--- src/dma_pkg.sv ---
// ~~~~~~~~~~~~~~~~~~~~~~~~~~~~~~~~~~~~~~~~~~~~~~~~~~~~~~~~~~~~~~~~~~~~~~~~~~
// DMA descriptor and status types
// ~~~~~~~~~~~~~~~~~~~~~~~~~~~~~~~~~~~~~~~~~~~~~~~~~~~~~~~~~~~~~~~~~~~~~~~~~~

package dma_pkg;

   localparam int DATA_W     = 32;
   localparam int ADDR_W     = 32;
   localparam int LENGTH_W   = 16;
   localparam int AXI_LEN_W  = 4;
   localparam int BEAT_BYTES = 4;
   localparam int CNT_W      = 32;
   localparam int FIFO_DEPTH = 16;

   // Beats and bytes in one full burst
   localparam int MAX_BURST   = 2 ** AXI_LEN_W;
   localparam int BURST_BYTES = BEAT_BYTES * MAX_BURST;
   // Wide enough to count every burst of the longest descriptor
   localparam int BURST_CNT_W = LENGTH_W - AXI_LEN_W + 1;

   typedef struct packed {
      logic [ADDR_W-1:0]   src_addr;
      logic [ADDR_W-1:0]   dest_addr;
      logic [LENGTH_W-1:0] length;
   } t_dma_descriptor;

   // One-hot write FSM encoding
   typedef enum logic [7:0] {
      IDLE         = 8'b0000_0001,
      ADDR_SETUP   = 8'b0000_0010,
      FIFO_EMPTY   = 8'b0000_0100,
      NOT_READY    = 8'b0000_1000,
      WRITE_DATA   = 8'b0001_0000,
      ADDR_NEXT    = 8'b0010_0000,
      WAIT_FOR_RSP = 8'b0100_0000,
      ERROR        = 8'b1000_0000
   } t_wr_state;

   typedef struct packed {
      logic             busy;
      logic             stopped_on_error;
      t_wr_state        wr_state;
      logic [CNT_W-1:0] clk_cnt;
      logic [CNT_W-1:0] valid_cnt;
   } t_dma_status;

endpackage
--- src/mem_bus_pkg.sv ---
// ~~~~~~~~~~~~~~~~~~~~~~~~~~~~~~~~~~~~~~~~~~~~~~~~~~~~~~~~~~~~~~~~~~~~~~~~~~
// Memory port channel types
// ~~~~~~~~~~~~~~~~~~~~~~~~~~~~~~~~~~~~~~~~~~~~~~~~~~~~~~~~~~~~~~~~~~~~~~~~~~

package mem_bus_pkg;

   import dma_pkg::*;

   // Write response codes, AXI encoding
   typedef enum logic [1:0] {
      OKAY   = 2'b00,
      SLVERR = 2'b10
   } t_resp;

   typedef struct packed {
      logic [ADDR_W-1:0]    addr;
      logic [AXI_LEN_W-1:0] len;
   } t_aw_chan;

   typedef struct packed {
      logic [DATA_W-1:0] data;
      logic              last;
   } t_w_chan;

   // Source read request, one strobe per word
   typedef struct packed {
      logic              rd_valid;
      logic [ADDR_W-1:0] addr;
   } t_src_rd_req;

endpackage

--- src/dma_lite_top.sv ---
`timescale 1ns/1ps
// ~~~~~~~~~~~~~~~~~~~~~~~~~~~~~~~~~~~~~~~~~~~~~~~~~~~~~~~~~~~~~~~~~~~~~~~~~~
// dma_lite top level
// ~~~~~~~~~~~~~~~~~~~~~~~~~~~~~~~~~~~~~~~~~~~~~~~~~~~~~~~~~~~~~~~~~~~~~~~~~~

module dma_lite_top
   import dma_pkg::*, mem_bus_pkg::*;
(
   input  logic              clk,
   input  logic              reset_n,
   input  logic              desc_valid,
   input  t_dma_descriptor   desc,
   output t_src_rd_req       src_req,
   input  logic [DATA_W-1:0] src_rd_data,
   input  logic              src_rd_valid,
   output logic              aw_valid,
   output t_aw_chan          aw,
   input  logic              aw_ready,
   output logic              w_valid,
   output t_w_chan           w,
   input  logic              w_ready,
   input  logic              b_valid,
   input  t_resp             b_resp,
   input  logic              clear_error,
   output logic              done,
   output t_dma_status       status
);

   logic              start;
   logic              push;
   logic [DATA_W-1:0] push_data;
   logic              pop;
   logic [DATA_W-1:0] pop_data;
   logic              not_empty;
   logic              pop_seen;
   logic              abort;

   // Descriptors sent while busy are dropped
   assign start = desc_valid && !status.busy;

   read_src_engine #(
      .DEPTH (FIFO_DEPTH)
   ) u_read_src_engine (
      .clk          (clk),
      .reset_n      (reset_n),
      .start        (start),
      .desc         (desc),
      .src_req      (src_req),
      .src_rd_data  (src_rd_data),
      .src_rd_valid (src_rd_valid),
      .push         (push),
      .push_data    (push_data),
      .pop_seen     (pop_seen),
      .abort        (abort)
   );

   dma_data_fifo #(
      .DEPTH (FIFO_DEPTH)
   ) u_dma_data_fifo (
      .clk       (clk),
      .reset_n   (reset_n),
      .push      (push),
      .push_data (push_data),
      .pop       (pop),
      .pop_data  (pop_data),
      .not_empty (not_empty),
      .pop_seen  (pop_seen),
      .flush     (abort)
   );

   write_dest_fsm u_write_dest_fsm (
      .clk         (clk),
      .reset_n     (reset_n),
      .start       (start),
      .desc        (desc),
      .not_empty   (not_empty),
      .pop_data    (pop_data),
      .pop         (pop),
      .aw_valid    (aw_valid),
      .aw          (aw),
      .aw_ready    (aw_ready),
      .w_valid     (w_valid),
      .w           (w),
      .w_ready     (w_ready),
      .b_valid     (b_valid),
      .b_resp      (b_resp),
      .clear_error (clear_error),
      .done        (done),
      .abort       (abort),
      .status      (status)
   );

endmodule

--- src/write_dest_fsm.sv ---
`timescale 1ns/1ps
// ~~~~~~~~~~~~~~~~~~~~~~~~~~~~~~~~~~~~~~~~~~~~~~~~~~~~~~~~~~~~~~~~~~~~~~~~~~
// Destination write FSM
// ~~~~~~~~~~~~~~~~~~~~~~~~~~~~~~~~~~~~~~~~~~~~~~~~~~~~~~~~~~~~~~~~~~~~~~~~~~

module write_dest_fsm
   import dma_pkg::*, mem_bus_pkg::*;
(
   input  logic              clk,
   input  logic              reset_n,
   input  logic              start,
   input  t_dma_descriptor   desc,
   input  logic              not_empty,
   input  logic [DATA_W-1:0] pop_data,
   output logic              pop,
   output logic              aw_valid,
   output t_aw_chan          aw,
   input  logic              aw_ready,
   output logic              w_valid,
   output t_w_chan           w,
   input  logic              w_ready,
   input  logic              b_valid,
   input  t_resp             b_resp,
   input  logic              clear_error,
   output logic              done,
   output logic              abort,
   output t_dma_status       status
);

   t_wr_state              state;
   t_wr_state              next_state;
   logic [LENGTH_W-1:0]    desc_len_m1;
   logic [LENGTH_W-1:0]    len_m1;
   logic [BURST_CNT_W-1:0] num_bursts;
   logic [BURST_CNT_W-1:0] last_cnt;
   logic [BURST_CNT_W-1:0] rsp_cnt;
   logic [AXI_LEN_W:0]     burst_left;
   logic [CNT_W-1:0]       clk_cnt;
   logic [CNT_W-1:0]       valid_cnt;
   logic                   data_phase;
   logic                   aw_fire;
   logic                   w_fire;
   logic                   ok_fire;
   logic                   err_fire;
   logic                   load;
   logic                   more_bursts;
   logic                   final_burst;
   logic                   all_ok;

   assign desc_len_m1 = desc.length - LENGTH_W'(1);
   assign data_phase  = (state == FIFO_EMPTY) || (state == NOT_READY) || (state == WRITE_DATA);
   assign aw_valid    = (state == ADDR_SETUP);
   assign aw_fire     = aw_valid && aw_ready;
   assign w_fire      = w_valid && w_ready;
   assign ok_fire     = b_valid && (b_resp == OKAY);
   assign err_fire    = b_valid && (b_resp == SLVERR);
   assign abort       = (state == ERROR);

   // Next beat enters the w register once it is empty or being taken
   assign load = data_phase && (burst_left != '0) && not_empty && (!w_valid || w_ready);
   assign pop  = load;

   assign more_bursts = (last_cnt + BURST_CNT_W'(1)) < num_bursts;
   assign final_burst = (last_cnt == num_bursts - BURST_CNT_W'(1));
   assign all_ok      = (rsp_cnt + BURST_CNT_W'(ok_fire)) == num_bursts;

   always_ff @(posedge clk) begin
      if (!reset_n)
         state <= IDLE;
      else
         state <= next_state;
   end

   always_comb begin
      next_state = state;
      unique case (state)
         IDLE:
            if (start) next_state = ADDR_SETUP;
         ADDR_SETUP:
            if (aw_fire) next_state = not_empty ? WRITE_DATA : FIFO_EMPTY;
         FIFO_EMPTY, NOT_READY, WRITE_DATA:
            if (w_fire && w.last) next_state = more_bursts ? ADDR_NEXT : WAIT_FOR_RSP;
            else if (load) next_state = WRITE_DATA;
            else if (w_valid && !w_ready) next_state = NOT_READY;
            else next_state = FIFO_EMPTY;
         ADDR_NEXT:
            next_state = ADDR_SETUP;
         WAIT_FOR_RSP:
            if (all_ok) next_state = IDLE;
         ERROR:
            if (clear_error) next_state = IDLE;
         default:
            next_state = IDLE;
      endcase
      // A failed burst stops the transfer wherever it is
      if (err_fire && state != IDLE && state != ERROR)
         next_state = ERROR;
   end

   // Burst and response bookkeeping
   always_ff @(posedge clk) begin
      if (!reset_n || start) begin
         last_cnt   <= '0;
         rsp_cnt    <= '0;
         burst_left <= '0;
      end else begin
         if (w_fire && w.last)
            last_cnt <= last_cnt + BURST_CNT_W'(1);
         if (ok_fire)
            rsp_cnt <= rsp_cnt + BURST_CNT_W'(1);
         if (aw_fire)
            burst_left <= {1'b0, aw.len} + (AXI_LEN_W + 1)'(1);
         else if (load)
            burst_left <= burst_left - (AXI_LEN_W + 1)'(1);
      end
   end

   always_ff @(posedge clk) begin
      if (start) begin
         len_m1     <= desc_len_m1;
         num_bursts <= {1'b0, desc_len_m1[LENGTH_W-1:AXI_LEN_W]} + BURST_CNT_W'(1);
         aw.addr    <= desc.dest_addr;
         aw.len     <= (desc_len_m1[LENGTH_W-1:AXI_LEN_W] != '0) ? '1 :
                       desc_len_m1[AXI_LEN_W-1:0];
      end else if (state == ADDR_NEXT) begin
         aw.addr <= aw.addr + ADDR_W'(BURST_BYTES);
         aw.len  <= final_burst ? len_m1[AXI_LEN_W-1:0] : '1;
      end
      if (load) begin
         w.data <= pop_data;
         w.last <= (burst_left == (AXI_LEN_W + 1)'(1));
      end
   end

   always_ff @(posedge clk) begin
      if (!reset_n)
         w_valid <= 1'b0;
      else if (load)
         w_valid <= 1'b1;
      else if (w_ready || (abort && clear_error))
         w_valid <= 1'b0;
   end

   // Done pulse and performance counters, held after done
   always_ff @(posedge clk) begin
      if (!reset_n) begin
         done      <= 1'b0;
         clk_cnt   <= '0;
         valid_cnt <= '0;
      end else begin
         done <= (state == WAIT_FOR_RSP) && (next_state == IDLE);
         if (start) begin
            clk_cnt   <= '0;
            valid_cnt <= '0;
         end else if (state != IDLE) begin
            clk_cnt   <= clk_cnt + CNT_W'(1);
            valid_cnt <= valid_cnt + CNT_W'(w_fire);
         end
      end
   end

   assign status.busy             = (state != IDLE);
   assign status.stopped_on_error = abort;
   assign status.wr_state         = state;
   assign status.clk_cnt          = clk_cnt;
   assign status.valid_cnt        = valid_cnt;

endmodule

--- src/dma_data_fifo.sv ---
`timescale 1ns/1ps
// ~~~~~~~~~~~~~~~~~~~~~~~~~~~~~~~~~~~~~~~~~~~~~~~~~~~~~~~~~~~~~~~~~~~~~~~~~~
// DMA data FIFO
// ~~~~~~~~~~~~~~~~~~~~~~~~~~~~~~~~~~~~~~~~~~~~~~~~~~~~~~~~~~~~~~~~~~~~~~~~~~

module dma_data_fifo
   import dma_pkg::*;
#(
   parameter int DEPTH = FIFO_DEPTH
)(
   input  logic              clk,
   input  logic              reset_n,
   input  logic              push,
   input  logic [DATA_W-1:0] push_data,
   input  logic              pop,
   output logic [DATA_W-1:0] pop_data,
   output logic              not_empty,
   output logic              pop_seen,
   input  logic              flush
);

   typedef logic [$clog2(DEPTH)-1:0] t_ptr;
   typedef logic [$clog2(DEPTH):0]   t_count;

   logic [DATA_W-1:0] mem [DEPTH];
   t_ptr              wr_ptr;
   t_ptr              rd_ptr;
   t_count            count;
   logic              do_push;
   logic              do_pop;

   assign do_push   = push && (count != t_count'(DEPTH));
   assign do_pop    = pop && not_empty;
   assign not_empty = (count != '0);
   assign pop_data  = mem[rd_ptr];
   // Returns a slot to the read engine
   assign pop_seen  = do_pop;

   always_ff @(posedge clk) begin
      if (do_push)
         mem[wr_ptr] <= push_data;
   end

   always_ff @(posedge clk) begin
      if (!reset_n || flush) begin
         wr_ptr <= '0;
         rd_ptr <= '0;
         count  <= '0;
      end else begin
         if (do_push)
            wr_ptr <= wr_ptr + t_ptr'(1);
         if (do_pop)
            rd_ptr <= rd_ptr + t_ptr'(1);
         count <= count + t_count'(do_push) - t_count'(do_pop);
      end
   end

endmodule

--- src/read_src_engine.sv ---
`timescale 1ns/1ps
// ~~~~~~~~~~~~~~~~~~~~~~~~~~~~~~~~~~~~~~~~~~~~~~~~~~~~~~~~~~~~~~~~~~~~~~~~~~
// Source read engine
// ~~~~~~~~~~~~~~~~~~~~~~~~~~~~~~~~~~~~~~~~~~~~~~~~~~~~~~~~~~~~~~~~~~~~~~~~~~

module read_src_engine
   import dma_pkg::*, mem_bus_pkg::*;
#(
   parameter int DEPTH = FIFO_DEPTH
)(
   input  logic              clk,
   input  logic              reset_n,
   input  logic              start,
   input  t_dma_descriptor   desc,
   output t_src_rd_req       src_req,
   input  logic [DATA_W-1:0] src_rd_data,
   input  logic              src_rd_valid,
   output logic              push,
   output logic [DATA_W-1:0] push_data,
   input  logic              pop_seen,
   input  logic              abort
);

   // Holds 0..DEPTH free slots
   typedef logic [$clog2(DEPTH):0] t_credit;

   logic [ADDR_W-1:0]   rd_addr;
   logic [LENGTH_W-1:0] remaining;
   t_credit             credits;
   logic                issue;

   // One read per cycle while words remain and the FIFO has room for them
   assign issue = (remaining != '0) && (credits != '0) && !abort;

   assign src_req.rd_valid = issue;
   assign src_req.addr     = rd_addr;

   // Words that come back after an abort are dropped
   assign push      = src_rd_valid && !abort;
   assign push_data = src_rd_data;

   always_ff @(posedge clk) begin
      if (!reset_n) begin
         remaining <= '0;
         credits   <= t_credit'(DEPTH);
      end else if (abort) begin
         // FIFO is flushed during the error state, so all slots come back
         remaining <= '0;
         credits   <= t_credit'(DEPTH);
      end else begin
         if (start)
            remaining <= desc.length;
         else if (issue)
            remaining <= remaining - LENGTH_W'(1);
         credits <= credits + t_credit'(pop_seen) - t_credit'(issue);
      end
   end

   always_ff @(posedge clk) begin
      if (start)
         rd_addr <= desc.src_addr;
      else if (issue)
         rd_addr <= rd_addr + ADDR_W'(BEAT_BYTES);
   end

endmodule

--- config.mk ---
export PLATFORM = sky130hd
export DESIGN_NAME = dma_lite_top
export DESIGN_NICKNAME = d
export VERILOG_FILES = /design/src/dma_pkg.sv /design/src/mem_bus_pkg.sv /design/src/dma_lite_top.sv /design/src/write_dest_fsm.sv /design/src/dma_data_fifo.sv /design/src/read_src_engine.sv
export SDC_FILE = /design/constraint.sdc
export NUM_CORES = 1
export LEC_CHECK = 0
export CORE_ASPECT_RATIO = 1.4
export CORE_UTILIZATION = 65
export CTS_BUF_LIST = sky130_fd_sc_hd__clkbuf_4
export DETAILED_ROUTE_END_ITERATION = 7
export DONT_BUFFER_PORTS = 1
export GPL_TIMING_DRIVEN = 0
export MAX_ROUTING_LAYER = met4
export PLACE_DENSITY_LB_ADDON = 0.12
export SLEW_MARGIN = 20
export SYNTH_ARGS = -nofsm -noshare
export SYNTH_HDL_FRONTEND = slang
export SYNTH_SLANG_ARGS = --single-unit
--- constraint.sdc ---
create_clock -name clk -period 7.4 [get_ports clk]
set_clock_uncertainty 0.1 [all_clocks]
set_input_delay 0.74 -clock clk [delete_from_list [all_inputs] [get_ports clk]]
set_output_delay 0.74 -clock clk [all_outputs]
set_load 0.05 [all_outputs]
# After elaboration in Yosys (flattened, before gate mapping)
# Memory sizes are Yosys's and may differ from the RTL's. A register that Yosys moved wholly into a read port is not among the register bits.
# Cells that the tools add are included.
# Widths: inputs -> output; s select.
# word_totals
ff_bits,225
latchBits,0
mem_bits_rw,512
romBits,0
in_bits,122
out_inout_bits,179
memories,1
# mem_list
name,words,width,rd,rd_ports_with_merged_regs,write_ports,line,text
u_dma_data_fifo.mem,16,32,1,1,1,dma_data_fifo.sv:25,logic [DATA_W-1:0] mem [DEPTH];
# classes
add_sub_neg,19
n_mul,0
n_div,0
n_lt_le_gt_ge,1
eq_ne,16
shifts,0
mux,25
bitwise_logic,1
reduce_logical,43
# op_table
operator,n
$mux 36,2
$mux 32,2
$mux 8,7
$pmux 8 s6,1
$add 32x1->32,1
$add 32x1->32 const B,1
$add 32x3->32 const B,1
$add 32x7->32 const B,1
$mux 16,2
$sub 16x1->16 const B,2
$add 13x1->13 const B,2
$eq 13x13->1,2
$logic_and 1x1->1,19
$eq 8x1->1 const B,2
$reduce_bool 16->1,1
$mux 5,3
$reduce_bool 5->1,3
$add 12x1->13 const B,1
$add 13x1->13,1
$lt 13x13->1,1
$sub 13x1->13 const B,1
$mux 4,3
$reduce_bool 12->1,1
$add 5x1->5,2
25 further kinds,43

# Longest topological paths before layout
# logic_depth
ltp_word,12
ltp_mapped,17
mapped_depth_nobuf,17

# Modules after synthesis
# From an unflattened synthesis, not the netlist that was laid out.
# hier_totals
hier_cells,2316
area_unflattened_um2,33309.4
# by_module_without_submodules
module,instances,cells_per_inst,area_each_um2,seq_area_each_um2
dma_data_fifo,1,894,20021.7,15715.1
write_dest_fsm,1,1056,9895.7,4684.5
read_src_engine,1,365,3378.2,1381.3
dma_lite_top,1,1,13.8,0.0

# Least setup slack after synthesis
# No wires, ideal clock.
# synth_timing
path_type,register to register
startpoint,register u_write_dest_fsm.state[6]
endpoint,memory u_dma_data_fifo.mem[7][0] (enable)
setup_time_ns,0.461
arrival_time_ns,4.057
t_required_ns,6.839
setup_slack_ns,2.782
path_stages_with_launch,8
n_path_buf,1
period_less_slack_ns,4.618
path_cell_list,dfxtp_1 -> clkbuf_1 -> nor4_1 -> nand3_1 -> inv_1 -> nor2_1 -> nand2_1 -> nor3_1
# synth_between
elab_chain_cells,6
# synth_rtl
element,line,text
"start, declared",write_dest_fsm.sv:30,t_wr_state state;
"start signal, assigned",write_dest_fsm.sv:71,state <= next_state;
$eq 8x8->1,write_dest_fsm.sv:57,assign abort = (state == ERROR);
via abort,dma_lite_top.sv:36,logic abort;
$logic_not 1->1,read_src_engine.sv:39,assign push = src_rd_valid && !abort;
$logic_and 1x1->1,read_src_engine.sv:39,
$logic_and 1x1->1,dma_data_fifo.sv:32,assign do_push = push && (count != t_count'(DEPTH));
via u_dma_data_fifo.do_push,dma_data_fifo.sv:29,logic do_push;
$mux 1,dma_data_fifo.sv:40,if (do_push)
$mux 1 (implied by the code),dma_data_fifo.sv:41,mem[wr_ptr] <= push_data;
"end, declared",dma_data_fifo.sv:25,
# The timed path passes the listed nets, and every way through them passes these cells.

# Final worst setup path
# layout_timing
startpoint,register u_write_dest_fsm.state[2]
endpoint,output src_req[32] (netlist bit)
# layout_between
elab_chain_cells,3
# layout_rtl
element,line,text
$eq 8x8->1,write_dest_fsm.sv:57,
$logic_not 1->1,read_src_engine.sv:33,assign issue = (remaining != '0) && (credits != '0) && !abort;
$logic_and 1x1->1,read_src_engine.sv:33,
"end, declared",dma_lite_top.sv:13,"output t_src_rd_req src_req,"
# Every way passes these cells.

==> impl_metrics.env <==
export IMPL_yosys_cell_types_count=72
export IMPL_cts_tree="yes"
export IMPL_ys_seq_elements=769
export IMPL_pwr_share_comb=0.108
export IMPL_power_share_switching=0.2920
export IMPL_cp_slowest_cell="nor4_1"
export IMPL_cts_buffers=177
export IMPL_regArea_um2=21700
export IMPL_area_growth_syn_to_layout_pct=14.07
export IMPL_cp_data_required_time_ps=6560
export IMPL_total_power_mw=10.20
export IMPL_critPathKind="reg2out"
export IMPL_clk_insertion_delay_late_ps=920
export IMPL_synthArstFlopShare=0
export IMPL_rows=98
export IMPL_fin_nets=2996
export IMPL_crit_family="simple AND/OR/NAND/NOR gates"
export IMPL_holdWs_ps=92.08
export IMPL_postRouteAntennaNets=0
export IMPL_die_y_um=271.1
export IMPL_ir_drop_mv=0.1947
export IMPL_start_kind="flop"
export IMPL_cts_sinks=769
export IMPL_p_int_mw=7.223
export IMPL_grt_pass1_vias=23076
export IMPL_vias=22620
export IMPL_io_pins=301
export IMPL_hold_viol=0
export IMPL_grtUsageTotal=0.3367
export IMPL_holdBufCountCts=110
export IMPL_crit_buf_inv=3
export IMPL_p_leak_nw=12.76
export IMPL_wl_per_cell_um=23.63
export IMPL_die_w_um=194.2
export IMPL_synthCells=2509
export IMPL_cts_root_buf="clkbuf_4"
export IMPL_cpMostUsedCell="nand3_1"
export IMPL_cts_resized=0
export IMPL_status="finished, final reports clean"
export IMPL_cp_startpoint="u_write_dest_fsm.state[2]$_SDFF_PN0_"
export IMPL_cts_max_path_buffers=3
export IMPL_synth_area_per_cell_um2=13.40
export IMPL_r2r_start="u_write_dest_fsm.state[2]$_SDFF_PN0_"
export IMPL_end_kind="output port"
export IMPL_final_util=0.7502
export IMPL_p_seq_frac=0.558
export IMPL_place_congestion=0.9157
export IMPL_rsz0062_at_grt="no"
export IMPL_final_common_cell="edfxtp_1"
export IMPL_via_per_inst=6.254
export IMPL_min_from="desc[13]"
export IMPL_yosysTopAreaCellShare=0.5626
export IMPL_slowest_delay_ps=740
export IMPL_fmax_mhz=206.3
export IMPL_finalMaxSlewViolations=0
export IMPL_dpl_hpwl_um=56190
export IMPL_drtIter0Drc=1553
export IMPL_synth_top_area_cell="edfxtp_1"
export IMPL_core_area_um2=51130
export IMPL_grt_pass1_wl_um=129000
export IMPL_worst_slew_pin_slew_ps=1179
export IMPL_fin_crit_sh=0.6550
export IMPL_drt_first_pass_iters=5
export IMPL_initial_core_util=0.6577
export IMPL_min_period_ps=4847
export IMPL_clk_pin_slew_ps=70
export IMPL_post_cts_buffers=0
export IMPL_arrival_ps=4010
export IMPL_multi_input_area_um2=11200
export IMPL_layout_common_cells="630 x edfxtp_1, 264 x clkbuf_4, 204 x nand2_1"
export IMPL_pwr_share_clk=0.334
export IMPL_cts_max_level=4
export IMPL_synth_fp_nets=2680
export IMPL_tns_ps=0
export IMPL_antenna_found_initial=5
export IMPL_dieArea_um2=52660
export IMPL_synth_edf_count=630
export IMPL_port_buffers=0
export IMPL_synth_area_leaders="edfxtp_1 56%, dfxtp_1 8.3%, mux4_2 4.3%"
export IMPL_ys_warn_count=0
export IMPL_p_per_area_nw_per_um2=265.9
export IMPL_synthFlopType="edfxtp_1"
export IMPL_nFillCells=3328
export IMPL_cp_cell_sequence="buf_2, nor4_1, nand3_1, nand3_1, inv_1, buf_4"
export IMPL_critical_path_max_fanout=9
export IMPL_drc=0
export IMPL_routed_wl_um=85480
export IMPL_gr_total_overflow=0
export IMPL_setup_viol=0
export IMPL_layout_drive_gt1_share=0.1564
export IMPL_worstHoldPathType="in2reg"
export IMPL_grt_max_degree=33
export IMPL_max_cap_viol_count=0
export IMPL_switchingPower_mw=2.979
export IMPL_maxSlewHeadroom=0.2138
export IMPL_netlist_area_um2=33630
export IMPL_yosysSeqAreaShare=0.6453
-- cell families after synthesis --
group                    share of synthesized area
flip-flops                                  0.6453
AND/OR/NAND/NOR                             0.1031
AO/OA/AOI/OAI                              0.06612
XOR/XNOR                                   0.05886
buffers and inverters                      0.02396
multiplexers                               0.08394
adder cells (fa/ha/maj)                    0.01868
-- worst register-to-register path, stage by stage, from the launching register on --
cell and delay (ps):
dfxtp_1 480, buf_2 260, nor4_1 740, nand3_1 720
nand3_1 490, inv_1 190, ha_1 300, inv_1 70
ha_1 160, inv_1 50, fa_1 400, inv_1 70
a21oi_1 50, nor2_1 80, nor2_1 60, xnor2_1 140
nand2_1 60
-- sequential cells by signal, summed over array words and instances (netlist names) --
register	cells
u_dma_data_fifo.mem	512
u_write_dest_fsm.aw	36
u_write_dest_fsm.w	33
u_read_src_engine.rd_addr	32
u_write_dest_fsm.clk_cnt	32
u_write_dest_fsm.valid_cnt	32
u_read_src_engine.remaining	16
u_write_dest_fsm.last_cnt	13
u_write_dest_fsm.num_bursts	13
u_write_dest_fsm.rsp_cnt	13
u_write_dest_fsm.state	8
u_dma_data_fifo.count	5
u_read_src_engine.credits	5
u_write_dest_fsm.burst_left	5
u_dma_data_fifo.rd_ptr	4
u_dma_data_fifo.wr_ptr	4
u_write_dest_fsm.len_m1	4
u_write_dest_fsm.done	1
u_write_dest_fsm.w_valid	1
-- per-stage QoR --
stage / instance area, um2 / setup slack [ps] / std cells
2_1_floorplan: 33630 / 2782 / 2509
3_3_place_gp: 34440 / -411.9 / 3159
3_5_place_dp: 34920 / 2915 / 3185
4_1_cts: 38320 / 2499 / 3610
5_1_grt: 38360 / 2417 / 3616
6_report: 38360 / 2553 / 3617
-- power by group through the flow --
stage / clock network, mW / logic (mW) / registers [mW]
6_report: 3.41 / 1.10 / 5.69
5_1_grt: 3.65 / 1.21 / 5.71
4_1_cts: 3.47 / 1.09 / 5.69
3_5_place_dp: 0 / 0.995 / 5.78
3_3_place_gp: 0 / 0.946 / 5.77
2_1_floorplan: 0 / 0.748 / 5.69
-- metal layers --
| layer | share of wire | vias up | routed length [um] | GRT usage |
|---|---|---|---|---|
| met3 | 0.067 | 272 | 5724 | 0.05665 |
| met2 | 0.53 | 1067 | 44990 | 0.5819 |
| met4 | 0.046 | 0 | 3907 | 0.1769 |
| met5 | 0 | - | 0 | - |
| met1 | 0.36 | 11121 | 30850 | 0.3744 |
| li1 | - | 10160 | - | - |
-- final timing paths --
| kind | end | slack (ps) | cells past startpoint |
|---|---|---|---|
| setup / recovery | src_req[32] | 2550 | 6 |
| hold / removal | u_write_dest_fsm.num_bursts[9]$_DFFE_PP_ | 90 | 2 |
| setup reg to reg | u_read_src_engine.credits[4]$_SDFF_PP1_ | 2870 | 16 |
| hold reg to reg | u_write_dest_fsm.rsp_cnt[12]$_SDFFE_PP0P_ | 410 | 2 |
-- area by class of cell --
class                   count  area share
multi-input cells        1536      0.2920
inverters                  79    0.007730
clock inverters            51    0.008481
well taps                 650     0.02120
diodes                      6   0.0003914
repair buffers            137     0.03937
flip-flops and latches    769      0.5657
clock buffers             264     0.05167
plain buffers             125     0.01344
-- synth_stat cells (40+ instances only) --
cell type,number
inv_1,79
a21oi_1,77
nand3_1,64
xnor2_1,120
mux2i_1,111
nand4_1,44
nor3_1,40
edfxtp_1,630
nor2_1,179
clkbuf_1,84
nand2_1,206
xor2_1,106
mux4_2,64
o21ai_0,149
dfxtp_1,139
ha_1,47
No activity file was read; power rests on OpenSTA's default activity.
